File: src/logic/dcache_settings.svh
// geometry is fixed at 2 ways, 16 sets, 4-word lines; replacement assumes exactly 2 ways
`ifndef DCACHE_SETTINGS_SVH
`define DCACHE_SETTINGS_SVH

// set index and word offset
`define DCACHE_INDEX_W   4
`define DCACHE_OFFSET_W  2
`define DCACHE_WAYS      2

// derived geometry
`define DCACHE_SETS      (1 << `DCACHE_INDEX_W)
`define DCACHE_WORDS     (1 << `DCACHE_OFFSET_W)
`define DCACHE_LINE_W    (32 * `DCACHE_WORDS)
`define DCACHE_TAG_W     (32 - `DCACHE_INDEX_W - `DCACHE_OFFSET_W - 2)

// address field positions, byte bits sit below the offset
`define DCACHE_INDEX_LSB (`DCACHE_OFFSET_W + 2)
`define DCACHE_TAG_LSB   (`DCACHE_INDEX_W + `DCACHE_OFFSET_W + 2)

`endif

File: src/logic/dcache_pkg.sv
// types shared by the cache controller, request buffer and top ports; no geometry here
package dcache_pkg;

    // controller states
    typedef enum logic [2:0] {
        state_idle,
        state_lookup,
        state_refill_req,
        state_refill_wait,
        state_write_req,
        state_write_wait
    } dcache_state_t;

    // processor request kind
    typedef enum logic {
        kind_load,
        kind_store
    } dcache_kind_t;

endpackage

File: src/logic/dcache_ctrl.sv
// one request in flight; store responds the cycle after bvalid, load miss forwards on data_ok
`timescale 1ns/1ps
`include "dcache_settings.svh"

module dcache_ctrl (
    input  logic                          clk,
    input  logic                          arst_n,
    input  logic                          cpu_valid,
    input  dcache_pkg::dcache_kind_t      cpu_kind,
    output logic                          cpu_ready,
    output logic                          resp_valid,
    input  logic                          any_hit,
    input  logic                          victim,
    input  dcache_pkg::dcache_kind_t      buf_kind,
    input  logic [31:0]                   buf_addr,
    input  logic [31:0]                   buf_wdata,
    input  logic [3:0]                    buf_wstrb,
    output logic                          capture,
    output logic [`DCACHE_WAYS-1:0]       way_word_we,
    output logic [`DCACHE_WAYS-1:0]       way_line_we,
    output logic                          use_refill,
    output logic                          lookup_done,
    output logic                          refill_done,
    output logic                          mem_req,
    output logic                          mem_wr,
    output logic [31:0]                   mem_addr,
    output logic [31:0]                   mem_wdata,
    output logic [3:0]                    mem_wstrb,
    input  logic                          mem_addr_ok,
    input  logic                          mem_data_ok,
    input  logic                          mem_bvalid
);

    import dcache_pkg::*;

    dcache_state_t state_q;
    dcache_state_t state_d;
    logic          write_done_q;
    logic          mem_wr_q;
    logic          load_q;
    logic          fill;

    assign cpu_ready = (state_q == state_idle);
    assign capture   = cpu_valid && cpu_ready;
    assign load_q    = (buf_kind == kind_load);

    ////////////////////////////////////////////////////////////////////////////
    // state machine
    ////////////////////////////////////////////////////////////////////////////

    always_comb begin
        state_d = state_q;
        unique case (state_q)
            state_idle:        if (capture) state_d = state_lookup;
            state_lookup: begin
                if (!load_q) begin
                    state_d = state_write_req;
                end else if (any_hit) begin
                    state_d = state_idle;
                end else begin
                    state_d = state_refill_req;
                end
            end
            state_refill_req:  if (mem_addr_ok) state_d = state_refill_wait;
            state_refill_wait: if (mem_data_ok) state_d = state_idle;
            state_write_req:   if (mem_addr_ok) state_d = state_write_wait;
            state_write_wait:  if (write_done_q) state_d = state_idle;
            default:           state_d = state_idle;
        endcase
    end

    always_ff @(posedge clk or negedge arst_n) begin
        if (!arst_n) begin
            state_q <= state_idle;
        end else begin
            state_q <= state_d;
        end
    end

    // bvalid may come as early as the address accept
    always_ff @(posedge clk or negedge arst_n) begin
        if (!arst_n) begin
            write_done_q <= 1'b0;
        end else if (state_q == state_write_wait && write_done_q) begin
            write_done_q <= 1'b0;
        end else if ((state_q == state_write_req || state_q == state_write_wait) && mem_bvalid) begin
            write_done_q <= 1'b1;
        end
    end

    // write flag comes straight from a flop for the memory side
    always_ff @(posedge clk or negedge arst_n) begin
        if (!arst_n) begin
            mem_wr_q <= 1'b0;
        end else if (capture) begin
            mem_wr_q <= (cpu_kind == kind_store);
        end
    end

    ////////////////////////////////////////////////////////////////////////////
    // way control and response
    ////////////////////////////////////////////////////////////////////////////

    assign fill        = (state_q == state_refill_wait) && mem_data_ok;
    assign use_refill  = (state_q == state_refill_wait);
    assign lookup_done = (state_q == state_lookup) && any_hit;
    assign refill_done = fill;

    // each way drops the word write unless it hit
    assign way_word_we = {`DCACHE_WAYS{(state_q == state_lookup) && !load_q && any_hit}};

    always_comb begin
        for (int w = 0; w < `DCACHE_WAYS; w++) begin
            way_line_we[w] = fill && (victim == w[0]);
        end
    end

    assign resp_valid = ((state_q == state_lookup) && load_q && any_hit)
                      || fill
                      || ((state_q == state_write_wait) && write_done_q);

    ////////////////////////////////////////////////////////////////////////////
    // memory side
    ////////////////////////////////////////////////////////////////////////////

    assign mem_req   = (state_q == state_refill_req) || (state_q == state_write_req);
    assign mem_wr    = mem_wr_q;
    // line reads are aligned, writes keep the word address
    assign mem_addr  = mem_wr_q ? buf_addr
                                : {buf_addr[31:`DCACHE_INDEX_LSB], {`DCACHE_INDEX_LSB{1'b0}}};
    assign mem_wdata = buf_wdata;
    assign mem_wstrb = buf_wstrb;

endmodule

File: config.mk
export PLATFORM = sky130hd
export DESIGN_NAME = dcache_ctrl
export DESIGN_NICKNAME = d
export VERILOG_FILES = /design/src/logic/dcache_pkg.sv /design/src/logic/dcache_ctrl.sv
export VERILOG_INCLUDE_DIRS = /design/src /design/src/logic
export SDC_FILE = /design/constraint.sdc
export NUM_CORES = 1
export LEC_CHECK = 0
export BUFFER_PORTS_ARGS = -buffer_cell sky130_fd_sc_hd__buf_4
export CAP_MARGIN = 25
export CORE_ASPECT_RATIO = 1.2
export CORE_UTILIZATION = 25
export CTS_BUF_LIST = sky130_fd_sc_hd__clkbuf_8
export CTS_CLUSTER_DIAMETER = 120
export CTS_CLUSTER_SIZE = 16
export DETAILED_ROUTE_END_ITERATION = 8
export PLACE_DENSITY = 0.79
export SLEW_MARGIN = 20
export SYNTH_ARGS = -nofsm -noshare
export SYNTH_HDL_FRONTEND = slang
export SYNTH_SLANG_ARGS = --single-unit
File: constraint.sdc
create_clock -name clk -period 1.1 [get_ports clk]
set_input_delay 0.055 -clock clk [delete_from_list [all_inputs] [get_ports clk]]
set_output_delay 0.055 -clock clk [all_outputs]
set_load 0.01 [all_outputs]
Yosys cells after proc, flatten, opt, wreduce, memory -nomap -nowiden
Cells that the tools add are included.
{ "word_totals": {"register_bits": 5, "in_bits": 78, "out_inout_bits": 80, "word_cells": 44} }
{ "classes": {"eq_ne": 10, "mux": 11, "bitwise_logic": 2, "n_reduce_logical": 18} }
{ "ops": {"columns": ["op", "n"], "rows": [
  ["3-bit two-way mux", 6],
  ["3-bit one-hot mux with 6 select lines", 1],
  ["1-bit logical AND", 11],
  ["3-bit by 2-bit == test with 1-bit output (second input constant)", 2],
  ["3-bit == test (second input constant)", 2],
  ["2-bit != test (second input constant)", 3],
  ["5-bit AND reduction", 1],
  ["1-bit logical OR", 4],
  ["4-bit two-way mux", 1],
  ["2-bit by 1-bit != test with 1-bit output (second input constant)", 2],
  ["3-bit by 1-bit == test with 1-bit output (second input constant)", 1],
  ["3-bit zero test", 1],
  ["1-bit two-way mux", 2],
  ["2-bit two-way mux", 1],
  ["1-bit inverter", 2],
  ["2-bit nonzero test", 1]
]} }

Longest topological paths before layout
Gate-level depths: netlist of the first run.
{ "depth": {"depth_word": 5, "ltp_mapped": 4} }

Worst setup path before layout of the first run
Ideal clock, no wire load.
{ "synth_path": {"kind": "register -> register", "from": "register state_q[2]", "to": "register mem_wr_q, in the netlist mem_wr", "setup_time_ns": 0.125, "arrival_time_ns": 1.192, "required_ns": 0.975, "setup_slack_ns": -0.217, "path_stages_with_launch": 5, "path_buffers": 1, "synth_period_minus_slack_ns": 1.317, "cell_sequence": "dfrtp_1 > buf_6 > nor3_4 > and2_4 > mux2_4"} }
{ "synth_between": {"elab_chain_cells": 2} }
{ "synth_lines": {"columns": ["item", "line", "text"], "rows": [
  ["from (decl)", "dcache_ctrl.sv:36", "dcache_state_t state_q;"],
  ["from (signal assigned)", "dcache_ctrl.sv:74", "state_q <= state_idle;"],
  ["from (signal assigned)", "dcache_ctrl.sv:76", "state_q <= state_d;"],
  ["3-bit zero test", "dcache_ctrl.sv:43", "assign cpu_ready = (state_q == state_idle);"],
  ["net cpu_ready", "dcache_ctrl.sv:10", "output logic cpu_ready,"],
  ["1-bit logical AND", "dcache_ctrl.sv:44", "assign capture = cpu_valid && cpu_ready;"],
  ["net capture", "dcache_ctrl.sv:18", "output logic capture,"],
  ["to (signal assigned)", "dcache_ctrl.sv:96", "mem_wr_q <= (cpu_kind == kind_store);"],
  ["to (decl)", "dcache_ctrl.sv:39", "logic mem_wr_q;"]
]} }
The timed path passes the listed nets, and every way through them passes these cells.
A chain may end at the register's enable or synchronous reset.

Worst setup path in the final report of the first run
{ "layout_path": {"from": "register state_q[1]", "to": "output resp_valid"} }
{ "layout_between": {"elab_chain_cells": 5} }
{ "layout_lines": {"columns": ["item", "line", "text"], "rows": [
  ["3-bit by 1-bit == test with 1-bit output", "dcache_ctrl.sv:118", "assign resp_valid = ((state_q == state_lookup) && load_q && any_hit)"],
  ["1-bit logical AND (2 in series)", "dcache_ctrl.sv:118", null],
  ["1-bit logical OR", "dcache_ctrl.sv:119", "|| fill"],
  ["1-bit logical OR *", "dcache_ctrl.sv:120", "|| ((state_q == state_write_wait) && write_done_q);"],
  ["to (decl)", "dcache_ctrl.sv:11", "output logic resp_valid,"]
]} }
Every way passes the cells marked *; elsewhere a longest branch is shown, timed or not.

==> results.md, run 1 <==
- Status: complete, but fails checks
- Violated checks: setup timing
- Rel. slew slack: 81.1%
- Most common cell in the netlist: buf_4
- Layout cells sized above 1: 73.6%
- Area grow syn2layout: 5.21%
- First-pass GRT wire length: 3360 um
- Main synth FF type: dfrtp_1
- Gpl congestion: 0.808
- WHS: 57.0 ps
- Clock Sinks: 5
- Distinct cell type count after synthesis: 25
- Setup CP Type: reg -> out
- Setup WS post-layout: -277 ps
- YS warnings: 0
- Post-Syn Nets: 186
- Hold Path Depth: 2
- CTS tree: built
- Largest net degree at the start of global routing: 9
- Synth Cell Area: 888 um2
- CTS root buf: clkbuf_8
- H-tree Lvls: 1
- Crit start category: flip-flop
- WP data arrival: 1320 ps
- DRC: 0
- Cts bufs inserted: 3
- Core box area: 3370 um2
- Setup Viol. Count Final: 15
- WL final: 2440 um
- Mapped Cells: 108
- Required time of the critical path: 1040 ps
- Cell taking the most area after synthesis: buf_4
- Width of the die: 56.4 um
- Worst Path Max Fanout: 5
- Fraction of registers with async set/reset: 100%
- Max Clock Skew: 6.00 ps
- R2r setup slk: -150 ps
- Detailed Place HPWL: 1980 um
- FMAX: 726 MHz
- Routed WL per cell: 19.1 um
- Synth top area share: 55.8%
- Boundary Pins: 158
- Setup WS pre-CTS: -108 ps
- TritonRoute pass-1 iters: 4
- Fin crit share: 125%
- Worst-path clk slew: 40 ps
- Number of synthesized flops with an enable pin: 0
- Worst r2r path cells: 5
- Avg Cell Area, Syn: 8.23 um2
- Setup TNS: -2360 ps
- Global-route usage over all layers: 12.5%
- Minimum clock period: 1380 ps
- Drt via density: 4.49
- Vias in the first global route: 566
- Worst Hold Class: in -> reg
- Clk_lat worst skew: 230 ps
- Slew of the pin with the lowest slew margin: 284 ps
- Initial antenna violation count: 0
- GR Overflow Total: 0
- PwrDens: 2560 nW/um2
- Die Area: 3800 um2
- Min-delay src: cpu_kind
- Vias: 575
- Detailed Route Iter0 Violations: 23
- Die H: 67.3 um
- Starting Density: 26.4%
- Post-synth top cells: 66 x buf_4, 5 x a21oi_1, 5 x and2_1, 5 x dfrtp_1
- Max-Cap Viols: 0
- Final Hold Vio Count: 0
- Final Max Slew Viols: 0
- Port bufs: 29
- Ant. Diodes: 0
- Setup crit start: state_q[1]
- Slowest cell on crit path: dfrtp_2
- Register area share after synthesis: 14.1%
- Reg-to-reg startpoint: state_q[1]
- Max Buffers Root-to-Sink: 2
- Worst path cell trace: buf_6 > nor2b_4 > o2bb2ai_4 > a22o_1 > buf_4
- CP endpoint kind: output port
- Post-layout nets: 170
- CP max stage delay: 440 ps
- Largest cells by area after synthesis: buf_4 56%, dfrtp_1 14%, and2_1 3.5%
- VDD IR-drop max: 1.34 mV
- FF+latch count, synth: 5
- Static leakage: 0.000444 uW
- RSZ-0062 raised after global routing: true
- Final ANT Viol Nets: 0
- Std cell rows: 23
what timing repair did:
action / 4_1_cts / 5_1_grt
hold buffers: 1 / 0
pin swaps: 5 / 2
resized for setup: 22 / 3
setup endpoints to repair: 15 / 16
setup buffers: 6 / 1
hold endpoints to repair: 5 / 0
per-stage QoR:
step | instance area (um2) | util (%) | total power (uW) | cells
finish | 935 | 27.8 | 2400 | 128
floorplan | 891 | - | 1280 | 108
global placement | 719 | 21.4 | 1540 | 117
detailed placement | 719 | 21.4 | 1560 | 117
CTS | 922 | 27.4 | 2340 | 128
global route | 935 | 27.8 | 2540 | 128
worst paths after layout:
path                               to
min in group asynchronous      mem_wr
max in group asynchronous  state_q[1]
setup reg to reg           state_q[0]
hold / removal                 mem_wr
hold reg to reg                mem_wr
setup / recovery           resp_valid
cells by family after synthesis:
| group | count (synthesis) | synth area share, % |
|---|---|---|
| buffers and inverters | 71 | 59.6 |
| and+or+nand+nor | 19 | 14.8 |
| AOI/OAI and AO/OA | 11 | 8.73 |
| DFF | 5 | 14.1 |
| muxes | 2 | 2.82 |
metal layers:
layer  GRT usage (%)  up-vias  share of wire, %
met3            12.3       24                23
met2            21.0       46                48
met5               0        -                 0
met1            7.81      257                22
li1                -      248                 -
met4            11.0        0               6.5
sequential cells by signal, summed over array words and instances, names as in the netlist:
signal        count
state_q           3
mem_wr            1
write_done_q      1
report_power, final:
group	total [uW]	switching, uW	internal (uW)
clock network	342	102	240
registers	452	173	279
logic	1600	620	983
total	2400	895	1500
critical path: cells and delay by family (launching register included):
kind            cells  cell delay, ps
flops               1             440
compound gates      2             280
buf+inv             2             250
simple gates        1             130
final cells by class:
class                   count  area [um2]
well taps                  37        46.3
multi-input cells          32         315
clock inverters             1        3.75
repair buffers             47         389
clock buffers               3        41.3
inverters                   3        11.3
flip-flops and latches      5         128
fillers                   351        2430
layout by cell type, fill, tap and decap left out:
cell,n
a31oi_1,1
o221a_1,1
dfrtp_2,2
nor4b_4,1
nor3_1,1
a21oi_1,4
a21oi_2,1
and2_1,5
o2bb2ai_4,1
nor2_2,2
nand2b_1,1
dfrtp_1,3
nor2_1,1
nand2_2,1
a2bb2oi_2,1
a22o_1,1
a311oi_2,1
nor4_2,1
mux2i_2,1
and2_4,1
buf_4,37
nor3_4,2
clkbuf_8,3
nand2b_4,1
inv_1,4
nand2_1,1
mux2_4,1
dlygate4sd3_1,1
buf_6,9
nor2b_4,1
No activity file was read; power rests on OpenSTA's default activity.
==> run 2, diff against run 1 <==
--- a/config.mk
+++ b/config.mk
@@ -8,12 +8,12 @@
 export LEC_CHECK = 0
 export BUFFER_PORTS_ARGS = -buffer_cell sky130_fd_sc_hd__buf_4
 export CAP_MARGIN = 25
-export CORE_ASPECT_RATIO = 1.2
-export CORE_UTILIZATION = 25
+export CORE_AREA = 2 2 61 63
 export CTS_BUF_LIST = sky130_fd_sc_hd__clkbuf_8
 export CTS_CLUSTER_DIAMETER = 120
 export CTS_CLUSTER_SIZE = 16
 export DETAILED_ROUTE_END_ITERATION = 8
+export DIE_AREA = 0 0 63 65
 export PLACE_DENSITY = 0.79
 export SLEW_MARGIN = 20
 export SYNTH_ARGS = -nofsm -noshare
==> constraint.sdc (replaced) <==
create_clock -name clk -period 1.6 [get_ports clk]
set_input_delay 0.08 -clock clk [delete_from_list [all_inputs] [get_ports clk]]
set_output_delay 0.08 -clock clk [all_outputs]
set_load 0.01 [all_outputs]
==> results.md, run 2 (synthesis gave the netlist of run 1 again) <==
- Status: completed (was complete, but fails checks)
- Port bufs: 29 (unchanged)
- Clock Sinks: 5 (unchanged)
- Final Max Slew Viols: 0 (unchanged)
- Met3 Usage GRT: 8.16% (was 12.3%)
- Slew of the pin with the lowest slew margin: 353 ps (was 284 ps)
- # Post-CTS Setup Buffers: 0 (was 6)
- Ant. Diodes: 0 (unchanged)
- Vias: 512 (was 575)
- Drt via density: 4.20 (was 4.49)
- TritonRoute pass-1 iters: 4 (unchanged)
- VDD IR-drop max: 0.300 mV (was 1.34 mV)
- Clk_lat worst skew: 230 ps (about the same)
- Required time of the critical path: 1520 ps (was 1040 ps)
- Worst Path Max Fanout: 10 (was 5)
- Max Clock Skew: 0.620 ps (was 6.00 ps)
- Crit start category: flip-flop (unchanged)
- Setup WS pre-CTS: 279 ps (was -108 ps)
- First-pass GRT wire length: 2460 um (was 3360 um)
- Setup WS post-layout: 141 ps (was -277 ps)
- FMAX: 685 MHz
- Max reg flops: 3 (unchanged)
- WHS: 76.3 ps (was 57.0 ps)
- Layout cells sized above 1: 55.4% (was 73.6%)
- CP endpoint kind: output port (unchanged)
- Area grow syn2layout: -20.3% (was 5.21%)
- GR Overflow Total: 0 (unchanged)
- M1 GR Usage: 6.42% (was 7.81%)
- Final ANT Viol Nets: 0 (unchanged)
- Layout Utilization: 20.3% (was 27.8%)
- DRC: 0 (unchanged)
- RSZ-0062 raised after global routing: false (was true)
- Top reg by flops: state_q (unchanged)
- PwrDens: 1640 nW/um2 (was 2560 nW/um2)
- Most common cell after layout, fill and taps aside: buf_4 (unchanged)
- Minimum clock period: 1460 ps
- Setup CP Type: reg -> out (unchanged)
- WP data arrival: 1380 ps (was 1320 ps)
- Rel. slew slack: 76.2% (was 81.1%)
- Max Buffers Root-to-Sink: 2 (unchanged)
- Post-layout nets: 153 (was 170)
- Fin crit share: 91.2%
- Vias in the first global route: 456 (was 566)
- Worst Hold Class: in -> reg (unchanged)
- Met2 usage: 10.4% (was 21.0%)
- Width of the die: 63 um (was 56.4 um)
- Static leakage: 0.000327 uW (was 0.000444 uW)
- Setup TNS: 0 ps (was -2360 ps)
- Core box area: 3500 um2 (was 3370 um2)
- Gpl congestion: 0.862 (was 0.808)
- Max-Cap Viols: 0 (unchanged)
- Busiest grt layer: met4 (was met2)
- Starting Density: 25.4% (was 26.4%)
- Initial antenna violation count: 0 (unchanged)
- Global-route usage over all layers: 8.34% (was 12.5%)
- Boundary Pins: 158 (unchanged)
- Most frequent cells in the layout: 29 x buf_4, 5 x and2_1, 5 x a21oi_1 (was 37 x buf_4, 9 x buf_6, 5 x and2_1)
- Power Total: 1160 uW (was 2400 uW)
- Die Area: 4100 um2 (was 3800 um2)
- CTS tree: built (unchanged)
- Cts bufs inserted: 3 (unchanged)
- Die H: 65 um (was 67.3 um)
- H-tree Lvls: 1 (unchanged)
- Final Hold Vio Count: 0 (unchanged)
- WL final: 1680 um (was 2440 um)
- CTS root buf: clkbuf_8 (unchanged)
- Setup Viol. Count Final: 0 (was 15)
- Largest net degree at the start of global routing: 12 (was 9)
- Detailed Place HPWL: 1380 um (was 1980 um)
- Worst-path clk slew: 40 ps (about the same)
- Std cell rows: 22 (was 23)
- Routed WL per cell: 13.7 um (was 19.1 um)
- Detailed Route Iter0 Violations: 29 (was 23)
## run 2: changes by cell type in the layout (fill, tap and decap cells not counted), sizes merged
cell    before  now
inv          4    3
buf         46   29
clkinv       0    1
## run 2: worst max-delay path, stage by stage, from the launching register on
cell and delay [ps]:
dfrtp_2 470, nor2b_1 290, o2bb2ai_1 150, a22o_1 130, buf_4 110
## run 2: final timing paths
check | start | endpoint | slack [ps] | depth (start not counted)
min in group asynchronous | arst_n | mem_wr | 180 | 2
setup reg to reg | state_q[2] | mem_wr | 340 | 3
hold / removal | cpu_kind | mem_wr | 80 | 2
setup / recovery | state_q[2] | resp_valid | 140 | 4
max in group asynchronous | arst_n | state_q[0] | 1300 | 2
hold reg to reg | write_done_q | write_done_q | 570 | 1
## run 2: report_power, final
| part | total [uW] | internal (uW) | switching (uW) |
|---|---|---|---|
| sequential | 340 | 194 | 146 |
| clock | 249 | 169 | 80.4 |
| combinational | 573 | 339 | 234 |
## run 2: stage by stage
step,instances,cell area [um2]
after floorplan,108,888
after global placement,117,648
after detailed placement,117,648
after CTS,122,704
after global routing,122,708
final,122,708
## run 2: final cells by class
type | count | area, um2
clock buffer | 3 | 41.3
clock inverter | 1 | 5.00
fill | 385 | 2790
inverter | 3 | 11.3
multi-input combinational | 32 | 234
sequential | 5 | 129
tap | 48 | 60.1
timing repair buffer | 30 | 228
## run 2: what timing repair did
| item | in CTS | in global routing |
|---|---|---|
| resized for setup | 0 | 3 |
| endpoints found under the setup margin | 0 | 3 |
| endpoints found under the hold margin | 5 | 0 |
| hold buffers | 1 | 0 |
## run 2: routing by layer
layer	wire [um]	vias up
met3	379	22
li1	-	218
met2	690	48
met1	457	224
met5	0	-
met4	147	0
==> run 3, diff against run 2 <==
--- a/config.mk
+++ b/config.mk
@@ -7,7 +7,7 @@
 export NUM_CORES = 1
 export LEC_CHECK = 0
 export BUFFER_PORTS_ARGS = -buffer_cell sky130_fd_sc_hd__buf_4
-export CAP_MARGIN = 25
+export CAP_MARGIN = 20
 export CORE_AREA = 2 2 61 63
 export CTS_BUF_LIST = sky130_fd_sc_hd__clkbuf_8
 export CTS_CLUSTER_DIAMETER = 120
==> constraint.sdc (replaced) <==
create_clock -name clk -period 1.6 [get_ports clk]
set_input_delay 0 -clock clk [delete_from_list [all_inputs] [get_ports clk]]
set_output_delay 0 -clock clk [all_outputs]
set_load 0.01 [all_outputs]
==> results.md, run 3 (synthesis gave the netlist of run 1 again) <==
- Worst r2r path cells: 3 (unchanged)
- DR top layer: met4 (unchanged)
- Layout Utilization: 20.3% (about the same)
- Worst Path Max Fanout: 10 (unchanged)
- Area grow syn2layout: -20.0% (was -20.3%)
- Vias: 508 (was 512)
- Routed metal-1 wirelength: 509 um (was 457 um)
- Reg-to-reg startpoint: state_q[2] (unchanged)
- Minimum clock period: 1500 ps (was 1460 ps)
- Max Clock Skew: 3.67 ps (was 0.620 ps)
- Ant. Diodes: 0 (unchanged)
- H-tree Lvls: 1 (unchanged)
- TritonRoute pass-1 iters: 4 (unchanged)
- Flop pwr share: 27.4% (was 29.3%)
- R2r setup slk: 300 ps (was 340 ps)
- Setup crit start: state_q[2] (unchanged)
- CP endpoint kind: output port (unchanged)
- Clk_lat worst skew: 220 ps (was 230 ps)
- Crit start category: flip-flop (unchanged)
- Vias in the first global route: 453 (was 456)
- Fin area: 711 um2 (was 708 um2)
- Most frequent cells in the layout: 30 x buf_4, 5 x and2_1, 5 x a21oi_1, 5 x dfrtp_1, 4 x inv_1 (was 29 x buf_4, 5 x and2_1, 5 x a21oi_1)
- Layout cells sized above 1: 50.7% (was 55.4%)
- Setup TNS: 0 ps (unchanged)
- Most common cell after layout, fill and taps aside: buf_4 (unchanged)
- Detailed Route Iter0 Violations: 18 (was 29)
- Clock power share: 20.1% (was 21.4%)
- DRC: 0 (unchanged)
- Largest net degree at the start of global routing: 12 (unchanged)
- Post-CTS Hold Fix Bufs: 1 (unchanged)
- First-pass GRT wire length: 2400 um (was 2460 um)
- FILL cells: 388 (was 385)
- WL final: 1690 um (was 1680 um)
- Required time of the critical path: 1600 ps (was 1520 ps)
- WP data arrival: 1500 ps (was 1380 ps)
- Die Area: 4100 um2 (unchanged)
- Die H: 65 um (unchanged)
- Setup Viol. Count Final: 0 (unchanged)
- # Post-CTS Setup Buffers: 0 (unchanged)
- Starting Density: 25.4% (unchanged)
- Comb pwr share: 52.6% (was 49.3%)
- Width of the die: 63 um (unchanged)
- Final ANT Viol Nets: 0 (unchanged)
- Setup CP Type: reg -> out (unchanged)
- Placed Cells: 118 (was 117)
- FMAX: 668 MHz (was 685 MHz)
- Gpl congestion: 0.906 (was 0.862)
- RSZ-0062 raised after global routing: false (unchanged)
- Global-route usage over all layers: 7.79% (was 8.34%)
- Post-layout nets: 154 (was 153)
- Rel. slew slack: 73.5% (was 76.2%)
- Worst Hold Class: in -> out (was in -> reg)
- Detailed Place HPWL: 1420 um (was 1380 um)
- VDD IR-drop max: 0.262 mV (was 0.300 mV)
- Std cell rows: 22 (unchanged)
- WHS: 0.00346 ps (was 76.3 ps)
- Routed WL per cell: 13.7 um (about the same)
- Initial antenna violation count: 0 (unchanged)
- Status: completed (unchanged)
- Core box area: 3500 um2 (unchanged)
- Critical path endpoint: resp_valid (unchanged)
- Final std cells w/o fill: 123 (was 122)
- Metal2 WL: 709 um (was 690 um)
- WL met3: 350 um (was 379 um)
- Reg2reg end: mem_wr (unchanged)
- Final Max Slew Viols: 0 (unchanged)
- Cts bufs inserted: 3 (unchanged)
- Worst-path clk slew: 30 ps (was 40 ps)
- Top reg by flops: state_q (unchanged)
- Max-Cap Viols: 0 (unchanged)
- CTS resizes: 0 (unchanged)
- Drt via density: 4.13 (was 4.20)
- Clock Sinks: 5 (unchanged)
- Final Hold Vio Count: 0 (unchanged)
- Switching Share: 39.4% (was 39.6%)
- Max reg flops: 3 (unchanged)
- PwrDens: 1620 nW/um2 (was 1640 nW/um2)
- Boundary Pins: 158 (unchanged)
- Switching pwr: 455 uW (was 460 uW)
- Port bufs: 29 (unchanged)
- Area post-placement: 656 um2 (was 648 um2)
- CTS tree: built (unchanged)
- GR Overflow Total: 0 (unchanged)
- Slew of the pin with the lowest slew margin: 394 ps (was 353 ps)
- Fin crit share: 93.5% (was 91.2%)
- CTS root buf: clkbuf_8 (unchanged)
- Static leakage: 0.000338 uW (was 0.000327 uW)
- Power Internal: 699 uW (was 702 uW)
- Max Buffers Root-to-Sink: 2 (unchanged)
[run 3: changes by cell type in the layout (fill, tap and decap cells not counted)]
cell / delta
buf_4: +1
dfrtp_2: -3
dfrtp_1: +3
inv_1: +1
clkinv_2: -1
[run 3: power by group through the flow]
| stage | sequential (uW) | clock, uW | combinational (uW) |
|---|---|---|---|
| after floorplan | 239 | 0 | 641 |
| after global placement | 313 | 0 | 600 |
| after detailed placement | 315 | 0 | 611 |
| after CTS | 317 | 237 | 619 |
| after global routing | 334 | 247 | 658 |
| final | 316 | 232 | 607 |
[run 3: area by class of cell]
class,instances,area [um2],area share [%]
Sequential cell,5,125,17.6
Tap cell,48,60.1,8.45
Timing Repair Buffer,31,235,33.1
Inverter,3,11.3,1.58
Clock buffer,3,41.3,5.81
Multi-Input combinational cell,32,234,32.9
Clock inverter,1,3.75,0.528
[run 3: per-stage QoR]
stage / setup slack [ps] / total power (uW)
final: 104 / 1150
after global routing: 11.2 / 1240
after CTS: 105 / 1170
after detailed placement: 302 / 926
after global placement: 325 / 912
after floorplan: 283 / 880
[run 3: how the worst min path moves through the flow]
stage                            start           end  slack (ps)  cells after the start
after detailed placement        arst_n  write_done_q        -190                      1
after global placement          arst_n  write_done_q        -190                      1
after global routing      buf_addr[30]  mem_addr[30]        0.02                      0
after floorplan                 arst_n        mem_wr        -300                      0
final                     buf_addr[20]  mem_addr[20]       0.003                      0
after CTS                 buf_addr[10]  mem_addr[10]        0.07                      0
[run 3: per-layer routing]
metal	up-vias	global-route usage, %
met5	-	0
met4	0	8.61
met3	20	6.94
met2	47	11.0
met1	225	6.01
li1	216	-
[run 3: critical path, stage by stage (launching register included)]
cell,delay (ps)
dfrtp_1,550
nor2b_1,330
o2bb2ai_1,150
a22o_1,130
buf_4,110
